--- src/common/dma_pkg.sv ---
package dma_pkg;

    //////////////////////////////////////////////////////////////////////
    // widths
    //////////////////////////////////////////////////////////////////////
    localparam int WORD_W      = 32;
    localparam int BE_W        = WORD_W / 8;
    localparam int MEM_AW      = 16;   // word address inside one memory
    localparam int BYTE_AW     = 32;
    localparam int SIZE_W      = 16;
    localparam int REG_AW      = 8;

    typedef logic [WORD_W-1:0]   word_t;
    typedef logic [BE_W-1:0]     byte_en_t;
    typedef logic [MEM_AW-1:0]   mem_addr_t;
    typedef logic [BYTE_AW-1:0]  byte_addr_t;
    typedef logic [1:0]          byte_off_t;
    typedef logic [SIZE_W-1:0]   xfer_size_t;
    typedef logic [REG_AW-1:0]   reg_addr_t;

    // one memory port request, read when we is zero
    typedef struct packed {
        logic       en;
        byte_en_t   we;
        mem_addr_t  addr;
        word_t      wdata;
    } mem_req_t;

    typedef struct packed {
        byte_addr_t src;
        byte_addr_t dst;
        xfer_size_t size;
    } dma_cfg_t;

    //////////////////////////////////////////////////////////////////////
    // register map
    //////////////////////////////////////////////////////////////////////
    localparam reg_addr_t REG_SRC  = 8'h00;
    localparam reg_addr_t REG_DST  = 8'h04;
    localparam reg_addr_t REG_SIZE = 8'h08;
    localparam reg_addr_t REG_MODE = 8'h0C;
    localparam reg_addr_t REG_INT  = 8'h10;

    localparam int MEM_SEL_BIT = 20;        // 1 -> mem0, 0 -> mem1
    localparam int DEFAULT_FIFO_DEPTH = 16;

endpackage

--- src/engine/byte_aligner.sv ---
`timescale 1ns/10ps

module byte_aligner (
    input  logic                CLK,
    input  logic                RSTN,
    input  logic                load,
    input  dma_pkg::byte_off_t  pad,
    input  logic                in_valid,
    input  dma_pkg::word_t      in_word,
    input  dma_pkg::byte_off_t  in_skip,
    input  logic [2:0]          in_count,   // 1 to 4
    input  logic                flush,
    output logic                out_valid,
    output dma_pkg::word_t      out_word
);

    logic [23:0]     hold_q;     // at most 3 bytes left over
    logic [2:0]      cnt;
    logic            flush_q;
    logic [55:0]     acc;        // held bytes plus one incoming word
    logic [2:0]      total;
    dma_pkg::word_t  shifted;
    logic            full_word;

    //////////////////////////////////////////////////////////////////////
    // append source bytes behind the held ones
    //////////////////////////////////////////////////////////////////////
    always_comb begin
        acc     = {32'b0, hold_q};
        shifted = in_word >> {in_skip, 3'b000};   // drop leading bytes
        total   = cnt;
        if (in_valid) begin
            for (int i = 0; i < 4; i++) begin
                if (3'(i) < in_count) acc[(int'(cnt) + i) * 8 +: 8] = shifted[i * 8 +: 8];
            end
            total = cnt + in_count;
        end
    end

    assign full_word = in_valid && total >= 3'd4;
    assign out_valid = full_word || (flush_q && cnt != 3'd0);
    assign out_word  = acc[31:0];   // partial word on flush, upper bytes zero

    always_ff @(posedge CLK or negedge RSTN) begin
        if (!RSTN) begin
            cnt     <= 3'd0;
            flush_q <= 1'b0;
        end else begin
            flush_q <= flush;
            if (load)
                cnt <= {1'b0, pad};     // placeholders, masked on write
            else if (full_word)
                cnt <= total - 3'd4;
            else if (in_valid)
                cnt <= total;
            else if (flush_q)
                cnt <= 3'd0;
        end
    end

    always_ff @(posedge CLK) begin
        if (load)
            hold_q <= '0;
        else if (full_word)
            hold_q <= acc[55:32];
        else if (in_valid)
            hold_q <= acc[23:0];
    end

endmodule

--- src/engine/word_fifo.sv ---
`timescale 1ns/10ps

module word_fifo #(
    parameter int FIFO_DEPTH = dma_pkg::DEFAULT_FIFO_DEPTH
) (
    input  logic            CLK,
    input  logic            RSTN,
    input  logic            push,
    input  dma_pkg::word_t  push_data,
    input  logic            pop,
    output dma_pkg::word_t  pop_data,
    output logic            full,
    output logic            empty
);

    localparam int AW = $clog2(FIFO_DEPTH);

    dma_pkg::word_t  mem [FIFO_DEPTH];
    logic [AW:0]     wr_ptr;     // extra bit tells full from empty
    logic [AW:0]     rd_ptr;

    assign empty    = (wr_ptr == rd_ptr);
    assign full     = (wr_ptr[AW] != rd_ptr[AW]) && (wr_ptr[AW-1:0] == rd_ptr[AW-1:0]);
    assign pop_data = mem[rd_ptr[AW-1:0]];  // show-ahead head

    always_ff @(posedge CLK or negedge RSTN) begin
        if (!RSTN) begin
            wr_ptr <= '0;
            rd_ptr <= '0;
        end else begin
            if (push) wr_ptr <= wr_ptr + 1'b1;
            if (pop)  rd_ptr <= rd_ptr + 1'b1;
        end
    end

    always_ff @(posedge CLK) begin
        if (push) mem[wr_ptr[AW-1:0]] <= push_data;
    end

    a_no_overflow: assert property (@(posedge CLK) disable iff (!RSTN)
        !(push && full));

    a_no_underflow: assert property (@(posedge CLK) disable iff (!RSTN)
        !(pop && empty));

endmodule

--- src/engine/dma_ctrl.sv ---
`timescale 1ns/10ps

module dma_ctrl #(
    parameter int FIFO_DEPTH = dma_pkg::DEFAULT_FIFO_DEPTH
) (
    input  logic               CLK,
    input  logic               RSTN,
    input  logic               start,
    input  dma_pkg::dma_cfg_t  cfg,
    output logic               done,
    output dma_pkg::mem_req_t  mem0_req,
    output dma_pkg::mem_req_t  mem1_req,
    input  dma_pkg::word_t     mem0_rdata,
    input  dma_pkg::word_t     mem1_rdata
);

    typedef enum logic [2:0] {IDLE, READ, FLUSH, WRITE, DONE} dma_state_t;

    dma_state_t           state;
    dma_pkg::dma_cfg_t    cfg_q;
    dma_pkg::mem_addr_t   rd_addr;
    dma_pkg::mem_addr_t   wr_addr;
    dma_pkg::xfer_size_t  rem;        // source bytes not yet read
    logic [16:0]          wr_left;    // destination words to write
    logic [16:0]          dst_words;
    logic                 first;      // first word of the current phase
    logic                 rd_vld;
    dma_pkg::byte_off_t   rd_skip;
    logic [2:0]           rd_cnt;
    dma_pkg::byte_off_t   skip;
    logic [2:0]           avail;
    logic [2:0]           cnt;
    logic                 last_rd;
    logic                 src_mem0;
    logic                 dst_mem0;
    logic                 to_mem0;
    dma_pkg::mem_req_t    req;
    dma_pkg::byte_en_t    wr_mask;
    dma_pkg::byte_off_t   end_off;
    dma_pkg::word_t       al_word;
    dma_pkg::word_t       fifo_head;
    logic                 al_valid;
    logic                 fifo_empty;
    logic                 pop;

    assign dst_words = ({1'b0, cfg.size} + 17'(cfg.dst[1:0]) + 17'd3) >> 2;
    assign src_mem0  = cfg_q.src[dma_pkg::MEM_SEL_BIT];
    assign dst_mem0  = cfg_q.dst[dma_pkg::MEM_SEL_BIT];

    // bytes taken from the word being read
    assign skip    = first ? cfg_q.src[1:0] : 2'd0;
    assign avail   = 3'd4 - {1'b0, skip};
    assign cnt     = (rem < 16'(avail)) ? rem[2:0] : avail;
    assign last_rd = rem <= 16'(avail);

    assign pop     = (state == WRITE) && !fifo_empty;
    assign done    = (state == DONE);
    assign end_off = cfg_q.dst[1:0] + cfg_q.size[1:0] - 2'd1;

    always_comb begin
        wr_mask = 4'b1111;
        if (first) wr_mask = wr_mask & (4'b1111 << cfg_q.dst[1:0]);
        if (wr_left == 17'd1) wr_mask = wr_mask & (4'b1111 >> (2'd3 - end_off));
    end

    always_comb begin
        req     = '0;
        to_mem0 = src_mem0;
        if (state == READ) begin
            req.en   = 1'b1;
            req.addr = rd_addr;
        end else if (pop) begin
            req.en    = 1'b1;
            req.we    = wr_mask;
            req.addr  = wr_addr;
            req.wdata = fifo_head;
            to_mem0   = dst_mem0;
        end
    end

    assign mem0_req = to_mem0 ? req : '0;
    assign mem1_req = to_mem0 ? '0 : req;

    always_ff @(posedge CLK or negedge RSTN) begin
        if (!RSTN) begin
            state   <= IDLE;
            first   <= 1'b0;
            rd_vld  <= 1'b0;
            rem     <= '0;
            wr_left <= '0;
        end else begin
            rd_vld <= (state == READ);
            case (state)
                IDLE: if (start) begin
                    first   <= 1'b1;
                    rem     <= cfg.size;
                    wr_left <= dst_words;
                    state   <= (cfg.size == '0) ? DONE : READ;
                end
                READ: begin
                    first <= 1'b0;
                    rem   <= rem - 16'(cnt);
                    if (last_rd) state <= FLUSH;
                end
                FLUSH: begin
                    first <= 1'b1;  // rearmed for the write phase
                    state <= WRITE;
                end
                WRITE: if (pop) begin
                    first   <= 1'b0;
                    wr_left <= wr_left - 17'd1;
                    if (wr_left == 17'd1) state <= DONE;
                end
                default: state <= IDLE;
            endcase
        end
    end

    always_ff @(posedge CLK) begin
        if (state == IDLE && start) begin
            cfg_q   <= cfg;
            rd_addr <= cfg.src[2 +: $bits(dma_pkg::mem_addr_t)];
            wr_addr <= cfg.dst[2 +: $bits(dma_pkg::mem_addr_t)];
        end
        if (state == READ) begin
            rd_addr <= rd_addr + 1'b1;
            rd_skip <= skip;
            rd_cnt  <= cnt;
        end
        if (pop) wr_addr <= wr_addr + 1'b1;
    end

    byte_aligner u_byte_aligner (
        .CLK       (CLK),
        .RSTN      (RSTN),
        .load      (state == IDLE && start),
        .pad       (cfg.dst[1:0]),
        .in_valid  (rd_vld),
        .in_word   (src_mem0 ? mem0_rdata : mem1_rdata),
        .in_skip   (rd_skip),
        .in_count  (rd_cnt),
        .flush     (state == FLUSH),
        .out_valid (al_valid),
        .out_word  (al_word)
    );

    word_fifo #(
        .FIFO_DEPTH (FIFO_DEPTH)
    ) u_word_fifo (
        .CLK       (CLK),
        .RSTN      (RSTN),
        .push      (al_valid),
        .push_data (al_word),
        .pop       (pop),
        .pop_data  (fifo_head),
        .full      (),
        .empty     (fifo_empty)
    );

    // read phase has no back-pressure so the whole destination must fit
    a_fifo_limit: assert property (@(posedge CLK) disable iff (!RSTN)
        (state == IDLE && start) |-> (cfg.size == '0 || dst_words <= FIFO_DEPTH));

    // every write lands in exactly one memory with some byte enabled
    a_one_writer: assert property (@(posedge CLK) disable iff (!RSTN)
        pop |-> ((|mem0_req.we) != (|mem1_req.we)));

endmodule

--- src/source/apb_regs.sv ---
`timescale 1ns/10ps

module apb_regs (
    input  logic                CLK,
    input  logic                RSTN,
    input  logic                PSEL,
    input  logic                PENABLE,
    input  logic                PWRITE,
    input  dma_pkg::reg_addr_t  PADDR,
    input  dma_pkg::word_t      PWDATA,
    output dma_pkg::word_t      PRDATA,
    output logic                PREADY,
    input  logic                done,
    output logic                start,
    output dma_pkg::dma_cfg_t   cfg,
    output logic                INTR
);

    dma_pkg::byte_addr_t  src_q;
    dma_pkg::byte_addr_t  dst_q;
    dma_pkg::xfer_size_t  size_q;
    logic                 mode_q;   // also the busy flag
    logic                 int_q;
    logic                 access;
    dma_pkg::word_t       rdata;

    // master holds psel/penable through the ready cycle
    assign access = PSEL && PENABLE && !PREADY;

    always_comb begin
        case (PADDR)
            dma_pkg::REG_SRC:  rdata = src_q;
            dma_pkg::REG_DST:  rdata = dst_q;
            dma_pkg::REG_SIZE: rdata = {16'b0, size_q};
            dma_pkg::REG_MODE: rdata = {31'b0, mode_q};
            dma_pkg::REG_INT:  rdata = {31'b0, int_q};
            default:           rdata = '0;
        endcase
    end

    always_ff @(posedge CLK or negedge RSTN) begin
        if (!RSTN) begin
            src_q  <= '0;
            dst_q  <= '0;
            size_q <= '0;
            mode_q <= 1'b0;
            int_q  <= 1'b0;
            start  <= 1'b0;
            PREADY <= 1'b0;
            PRDATA <= '0;
        end else begin
            PREADY <= access;
            start  <= 1'b0;
            if (access && PWRITE) begin
                case (PADDR)
                    dma_pkg::REG_SRC:  src_q  <= PWDATA;
                    dma_pkg::REG_DST:  dst_q  <= PWDATA;
                    dma_pkg::REG_SIZE: size_q <= PWDATA[15:0];
                    dma_pkg::REG_MODE: begin
                        if (!mode_q) begin      // ignored while a copy runs
                            mode_q <= PWDATA[0];
                            start  <= PWDATA[0];
                        end
                    end
                    dma_pkg::REG_INT:  if (PWDATA[0]) int_q <= 1'b0;
                    default: ;
                endcase
            end
            if (access && !PWRITE) PRDATA <= rdata;
            if (done) begin
                mode_q <= 1'b0;
                int_q  <= 1'b1;     // wins over a same-cycle clear
            end
        end
    end

    assign cfg.src  = src_q;
    assign cfg.dst  = dst_q;
    assign cfg.size = size_q;
    assign INTR     = done;

    // completion only arrives while a copy runs
    a_done_busy: assert property (@(posedge CLK) disable iff (!RSTN)
        done |-> mode_q);

endmodule

--- src/source/dma_top.sv ---
`timescale 1ns/10ps

module dma_top #(
    parameter int FIFO_DEPTH = dma_pkg::DEFAULT_FIFO_DEPTH
) (
    input  logic                CLK,
    input  logic                RSTN,
    output logic                INTR,

    // apb slave
    input  logic                PSEL,
    input  logic                PENABLE,
    input  logic                PWRITE,
    input  dma_pkg::reg_addr_t  PADDR,
    input  dma_pkg::word_t      PWDATA,
    output dma_pkg::word_t      PRDATA,
    output logic                PREADY,

    // memory ports
    output dma_pkg::mem_req_t   mem0_req,
    output dma_pkg::mem_req_t   mem1_req,
    input  dma_pkg::word_t      mem0_rdata,
    input  dma_pkg::word_t      mem1_rdata
);

    logic               start;
    logic               done;
    dma_pkg::dma_cfg_t  cfg;

    apb_regs u_apb_regs (
        .CLK      (CLK),
        .RSTN     (RSTN),
        .PSEL     (PSEL),
        .PENABLE  (PENABLE),
        .PWRITE   (PWRITE),
        .PADDR    (PADDR),
        .PWDATA   (PWDATA),
        .PRDATA   (PRDATA),
        .PREADY   (PREADY),
        .done     (done),
        .start    (start),
        .cfg      (cfg),
        .INTR     (INTR)
    );

    dma_ctrl #(
        .FIFO_DEPTH (FIFO_DEPTH)
    ) u_dma_ctrl (
        .CLK        (CLK),
        .RSTN       (RSTN),
        .start      (start),
        .cfg        (cfg),
        .done       (done),
        .mem0_req   (mem0_req),
        .mem1_req   (mem1_req),
        .mem0_rdata (mem0_rdata),
        .mem1_rdata (mem1_rdata)
    );

endmodule

--- config.mk ---
export PLATFORM = sky130hd
export DESIGN_NAME = dma_top
export DESIGN_NICKNAME = d
export VERILOG_FILES = /design/src/common/dma_pkg.sv /design/src/engine/byte_aligner.sv /design/src/engine/word_fifo.sv /design/src/engine/dma_ctrl.sv /design/src/source/apb_regs.sv /design/src/source/dma_top.sv
export SDC_FILE = /design/constraint.sdc
export NUM_CORES = 1
export LEC_CHECK = 0
export ABC_AREA = 1
export BUFFER_PORTS_ARGS = -buffer_cell sky130_fd_sc_hd__buf_2
export CORE_UTILIZATION = 25
export DETAILED_ROUTE_END_ITERATION = 8
export GPL_TIMING_DRIVEN = 0
export SYNTH_ARGS = -nofsm -noshare
export SYNTH_HDL_FRONTEND = slang
export SYNTH_SLANG_ARGS = --single-unit
--- constraint.sdc ---
create_clock -name CLK -period 4.25 [get_ports CLK]
set_input_delay 0.85 -clock CLK [delete_from_list [all_inputs] [get_ports CLK]]
set_output_delay 0.85 -clock CLK [all_outputs]
set_load 0.005 [all_outputs]
=== After elaboration in Yosys (flattened, before gate mapping) ===
Memories as Yosys holds them, arrays and structs flattened.
Cells that the tools add are included.
W data, S select, Z words.

* Bits in registers: 273
* RAM bits: 512
* Input port bits: 109
* Output and inout bits: 140
* Logic and storage cells: 181
* Memories: 1

{| class="wikitable"
|+ Memory list
! memory !! words !! width !! rd ports !! clocked after memory_dff !! write ports !! line !! RTL
|-
| u_dma_ctrl.u_word_fifo.mem || 16 || 32 || 1 || 0 || 1 || word_fifo.sv:18 || <nowiki>dma_pkg::word_t mem [FIFO_DEPTH];</nowiki>
|}

* Add/subtract/negate cells: 21
* $lt $le $gt $ge: 7
* Eq/ne operators: 14
* Shifts and indexed selects: 11
* Mux-type cells: 65
* Bitwise gates (word level): 1
* Reductions and logical operators: 36

{| class="wikitable"
|+ Operators with widths
! operator !! count
|-
| $mux W56 || 8
|-
| $bwmux W56 || 4
|-
| $shift A8 B33 Y56 const A || 4
|-
| $shiftx A8 B33 Y56 || 4
|-
| $pmux W32 S5 || 1
|-
| $mux W53 || 3
|-
| $neg A7 Y33 || 3
|-
| $mux W16 || 6
|-
| $mux W32 || 2
|-
| $mux W24 || 2
|-
| $mux W17 || 2
|-
| $pmux W17 S2 || 1
|-
| $mux W3 || 11
|-
| $neg A6 Y33 || 1
|-
| $add A16 B1 Y16 const B || 2
|-
| $pmux W16 S2 || 1
|-
| $shr A32 B5 Y32 || 1
|-
| $mux W1 || 18
|-
| $reduce_bool A2 Y1 || 9
|-
| $add A16 B2 Y17 || 1
|-
| $add A17 B2 Y17 const B || 1
|-
| $eq A17 B1 Y1 const B || 1
|-
| $sub A17 B1 Y17 const B || 1
|-
| $eq A8 B4 Y1 const B || 2
|-
| 41 further kinds || 66
|}

=== Depth between registers and ports, before layout ===
* Depth after elaboration: 17
* Depth in mapped cells: 26
* Depth with buffers taken out: 26

=== Modules after synthesis ===
A second synthesis with hierarchy kept.

* Cell total of the unflattened synthesis: 5085
* Area, all modules: 40134.7 sq um

{| class="wikitable"
|+ By module, submodules not included
! module !! instances !! cells an instance !! area an instance (sq um) !! seq. area each (sq um)
|-
| word_fifo || 1 || 2258 || 22813.1 || 15625.0
|-
| dma_ctrl || 1 || 1076 || 6691.4 || 2302.2
|-
| byte_aligner || 1 || 1116 || 5469.0 || 580.6
|-
| apb_regs || 1 || 635 || 5161.2 || 2902.8
|}

=== Worst setup path after synthesis ===
OpenSTA, ideal clock, no wires.

* Kind: register to register
* From: register u_dma_ctrl.u_byte_aligner.cnt[0]
* To: memory u_dma_ctrl.u_word_fifo.mem[7][0] (netlist name) (enable)
* Setup time: 461 ps
* Arrival: 4094 ps
* Data required time: 3789 ps
* Setup slack: -305 ps
* Cell stages (with the launch flop): 9
* Buffers on the path: 0
* Period minus slack after synthesis: 4555 ps
* Path through: dfrtp_1 > ha_1 > fa_1 > xnor2_1 > xor2_1 > nand2_1 > o21ai_2 > nand2_1 > nor3_1

* Longest elaborated chain between the ends: 7
* Elaborated cells between the ends (all ways): 9
* Those cells by class: add/sub: 1; order compare: 1; mux: 3; reduce/logical: 4

{| class="wikitable"
|+ Ends and longest elaborated chain
! element !! line !! RTL
|-
| start: declaration || byte_aligner.sv:18 || <nowiki>logic [2:0] cnt;</nowiki>
|-
| start signal: assignment || byte_aligner.sv:51 || <nowiki>cnt <= {1'b0, pad};</nowiki>
|-
| start signal: assignment || byte_aligner.sv:53 || <nowiki>cnt <= total - 3'd4;</nowiki>
|-
| start signal: assignment || byte_aligner.sv:55 || <nowiki>cnt <= total;</nowiki>
|-
| $add A3 B3 Y3 || byte_aligner.sv:36 || <nowiki>total = cnt + in_count;</nowiki>
|-
| $mux W3 || byte_aligner.sv:32 || <nowiki>if (in_valid) begin</nowiki>
|-
| $ge A3 B3 Y1 || byte_aligner.sv:40 || <nowiki>assign full_word = in_valid && total >= 3'd4;</nowiki>
|-
| $logic_and A1 B1 Y1 || byte_aligner.sv:40 ||
|-
| $logic_or A1 B1 Y1 * || byte_aligner.sv:41 || <nowiki>assign out_valid = full_word || (flush_q && cnt != 3'd0);</nowiki>
|-
| $mux W1 * || word_fifo.sv:37 || <nowiki>if (push) mem[wr_ptr[AW-1:0]] <= push_data;</nowiki>
|-
| $mux W1 (implied by the code) * || word_fifo.sv:37 ||
|-
| end: declaration || word_fifo.sv:18 ||
|}

Every way passes the cells marked *; elsewhere a longest branch is shown, timed or not.

==> flow_summary.json <==
{
  "fin_crit_sh_pct": 96.7,
  "clockPowerShare_pct": 24.5,
  "sequential_fraction_of_the_synthesis_area_pct": 58.6,
  "antenna_left": 0,
  "hold_viol": 0,
  "first_iter_violations": 3307,
  "synthMostInstantiatedCell": "sky130_fd_sc_hd__nand2_1",
  "synth_top_cell_area_share_pct": 45.7,
  "synth.cell_area_um2": 36600,
  "tightestPinTransition_ps": 1270,
  "num_io_pins": 249,
  "postSynthNetCount": 4031,
  "place_area_um2": 40900,
  "yosysTopAreaCell": "sky130_fd_sc_hd__edfxtp_1",
  "p_comb_share_pct": 41.3,
  "ys_warn_count": 0,
  "synth_seq_cells": 749,
  "crit_fanout": 10,
  "max-cap-violations": 0,
  "relSlewSlack_pct": 15.4,
  "grt_overflow": 0,
  "swShare_pct": 42.5,
  "skew_ps": 50.6,
  "sequentialPowerShare_pct": 34.3,
  "antenna_found_initial": 4,
  "report.final.setup_viol": 0,
  "finalWorstPathRequiredPeriod_ps": 4110,
  "postLayoutCellArea_um2": 43700,
  "layout-area-overhead-vs-synth_pct": 19.6,
  "rrSetupSlack_ps": 230,
  "wirelength_um": 133000,
  "post-route-drc-count": 0,
  "cts_hold_repair.buffers": 0,
  "die_height_um": 384,
  "clk_pin_slew_worst_paths_ps": 70,
  "synth.cells.most_frequent": "sky130_fd_sc_hd__nand2_1, sky130_fd_sc_hd__edfxtp_1, sky130_fd_sc_hd__a21oi_1",
  "first_pass_grt_wire_length_um": 194000,
  "synth_async_sr_flop_share_pct": 22.4,
  "internal_power_w": 0.0164,
  "postSynthCellCount": 3886,
  "synth_area_per_cell_um2": 9.41,
  "dp_hpwl_um": 96800,
  "fmax_mhz": 243,
  "totalNegativeSetupSlack_ps": 0,
  "core_um2": 144000,
  "num-fill-cells": 15100,
  "grt_max_degree": 110,
  "cts-root-to-sink-buffers": 3,
  "clkLatencyLatePin_ps": 660,
  "clock_tree.htree_level_count": 3,
  "route.vias.total": 31200,
  "path_class": "flop to output pin",
  "yosys.cell_types.count": 56,
  "final_estimated_routing_congestion_in_global_placement": 0.931,
  "dr.pass1.iters": 7,
  "die-width_um": 384,
  "detail_route.wl_per_cell_um": 21.3,
  "post_route_cells_drive_above_1_share_pct": 14.3,
  "cts.sinks": 749,
  "setup_repair_after_global_routing_missed_its_margin": "true",
  "cts_tree": "yes",
  "initial_core_utilization_pct": 25.3,
  "core.rowCount": 139,
  "cp_data_required_time_ps": 3400,
  "synth_enable_flop_cells": 557,
  "status": "complete, no violations",
  "gr-usage-all-layers_pct": 17.5,
  "yosys_most_used_dff": "sky130_fd_sc_hd__edfxtp_1",
  "leakage_power_of_the_design_nw": 17.2,
  "antenna_cells": 0,
  "cts-buffers-inserted": 79,
  "critPathLaunchType": "flop",
  "cp_data_arrival_time_ps": 3260,
  "vdd.ir_drop.worst_v": 0.000313,
  "p_per_area_nw_per_um2": 650,
  "port_buffers": 248,
  "floorplan.die_area_um2": 148000,
  "synth_top_cells_by_area": "sky130_fd_sc_hd__edfxtp_1, sky130_fd_sc_hd__dfrtp_1, sky130_fd_sc_hd__nand2_1, sky130_fd_sc_hd__a21oi_1, sky130_fd_sc_hd__o21ai_0",
  "clock_root_buffer": "sky130_fd_sc_hd__clkbuf_16",
  "design.final.nets": 4395,
  "routed_via_density": 5.01,
  "worstSetupEndpointType": "output pin",
  "vias_in_the_first_global_route": 30000,
  "final_slew_viol_count": 0,
  "net-switching-power_w": 0.0121,
  "class_of_the_tightest_hold_or_removal_check": "primary input to async pin"
}
-- area by class of cell --
class	count	area (um^2)	area share [%]
Clock buffer	104	2190	5.00
Multi-Input combinational cell	2647	13400	30.7
Clock inverter	40	373	0.852
Tap cell	1903	2380	5.44
Sequential cell	749	21400	48.9
Timing Repair Buffer	283	1890	4.31
Buffer	222	1050	2.41
Inverter	268	1030	2.35
-- per-stage QoR --
step                setup slack [ps]  hold slack (ps)  power, W  cells  utilization, %
global placement               -1600              464    0.0209   6037            27.8
CTS                             -150              110    0.0283   6213            30.2
floorplan                        564              424    0.0166   3886               -
global route                   -77.9              158    0.0299   6216            30.3
detailed placement              -258              464    0.0213   6068            28.3
finish                           139              145    0.0285   6216            30.3
-- power groups by stage --
stage	combinational, W	clock [W]	sequential [W]
finish	0.0117	0.00696	0.00975
CTS	0.0115	0.00704	0.00974
floorplan	0.00681	0	0.00977
global route	0.0127	0.00730	0.00982
detailed placement	0.0114	0	0.00989
global placement	0.0110	0	0.00994
-- placed cells by master, fill, tap and decap left out, types with 12 or more instances in the layout --
cell type                   instances
sky130_fd_sc_hd__buf_4             12
sky130_fd_sc_hd__o21ai_0          231
sky130_fd_sc_hd__o2111ai_1         26
sky130_fd_sc_hd__nand4_1           48
sky130_fd_sc_hd__dfrtp_1          168
sky130_fd_sc_hd__o22ai_1           23
sky130_fd_sc_hd__clkbuf_2          34
sky130_fd_sc_hd__o311ai_0          16
sky130_fd_sc_hd__o211ai_1          21
sky130_fd_sc_hd__a21oi_1          393
sky130_fd_sc_hd__clkbuf_16         83
sky130_fd_sc_hd__edfxtp_1         557
sky130_fd_sc_hd__nor2_2            12
sky130_fd_sc_hd__nand3_1          212
sky130_fd_sc_hd__clkinv_1          20
sky130_fd_sc_hd__buf_6             12
sky130_fd_sc_hd__inv_1            238
sky130_fd_sc_hd__buf_2            302
sky130_fd_sc_hd__nor3_1            34
sky130_fd_sc_hd__inv_2             19
sky130_fd_sc_hd__nor2_1           251
sky130_fd_sc_hd__a32o_1            41
sky130_fd_sc_hd__nand2_1         1036
sky130_fd_sc_hd__clkbuf_1         117
sky130_fd_sc_hd__nor2_4            16
sky130_fd_sc_hd__ha_1              33
sky130_fd_sc_hd__dfxtp_1           24
sky130_fd_sc_hd__a22oi_1           79
sky130_fd_sc_hd__xor2_1            30
sky130_fd_sc_hd__clkinv_2          12
sky130_fd_sc_hd__o21ai_1           20
-- path summary, 6_finish.rpt --
path / from / end / cells past startpoint
max: u_dma_ctrl.u_word_fifo.rd_ptr[1]$_DFFE_PN0P_ / mem1_req[19] / 8
min: RSTN / u_apb_regs.src_q[1]$_DFFE_PN0P_ / 1
max reg2reg: u_dma_ctrl.u_byte_aligner.cnt[1]$_DFFE_PN0P_ / u_dma_ctrl.u_word_fifo.mem[5][26]$_DFFE_PP_ / 14
min reg2reg: u_apb_regs.dst_q[1]$_DFFE_PN0P_ / u_dma_ctrl.cfg_q[17]$_DFFE_PP_ / 0
max in group asynchronous: RSTN / u_dma_ctrl.u_word_fifo.rd_ptr[3]$_DFFE_PN0P_ / 2
min in group CLK: PSEL / u_apb_regs.PREADY$_DFF_PN0_ / 3
-- per-layer routing --
metal | track usage, % | part of all wire, % | vias up
met1 | 23.3 | 43 | 15200
met5 | 0 | 0.023 | -
li1 | - | - | 14300
met4 | 5.70 | 3.3 | 4
met2 | 28.7 | 47 | 1389
met3 | 2.78 | 7.3 | 207
-- worst max-delay path: stages (launching register included) --
cell and delay, ps:
sky130_fd_sc_hd__dfrtp_1 340, sky130_fd_sc_hd__buf_2 270, sky130_fd_sc_hd__clkbuf_1 550, sky130_fd_sc_hd__buf_1 630, sky130_fd_sc_hd__a21oi_1 90, sky130_fd_sc_hd__a22oi_1 220, sky130_fd_sc_hd__o2111ai_1 240, sky130_fd_sc_hd__nor2_1 160
sky130_fd_sc_hd__buf_2 130
-- registers in the layout, indices dropped and copies added (netlist names), 5 cells and up --
| signal | cells |
|---|---|
| u_apb_regs.src_q | 32 |
| u_dma_ctrl.wr_addr | 16 |
| u_apb_regs.PRDATA | 32 |
| u_dma_ctrl.wr_left | 17 |
| u_dma_ctrl.u_byte_aligner.hold_q | 24 |
| u_apb_regs.size_q | 16 |
| u_dma_ctrl.rem | 16 |
| u_dma_ctrl.cfg_q | 8 |
| u_dma_ctrl.u_word_fifo.rd_ptr | 5 |
| u_dma_ctrl.u_word_fifo.wr_ptr | 5 |
| u_apb_regs.dst_q | 32 |
| u_dma_ctrl.u_word_fifo.mem | 512 |
| u_dma_ctrl.rd_addr | 16 |
-- cells by family (layout without fill, tap and decap cells) --
group / after synthesis / in the layout / synth area share [%]
flops: 749 / 749 / 58.6
xor+xnor: 39 / 39 / 0.955
fa+ha+maj: 36 / 36 / 1.29
buf+inv: 490 / 917 / 5.41
simple gates: 1655 / 1655 / 18.9
compound gates: 917 / 917 / 14.9
-- what timing repair did --
item	in CTS	in global routing
pin swaps	2	2
setup endpoints to repair	136	275
setup buffers	1	2
resized for setup	33	85
No activity file was read; power rests on OpenSTA's default activity.
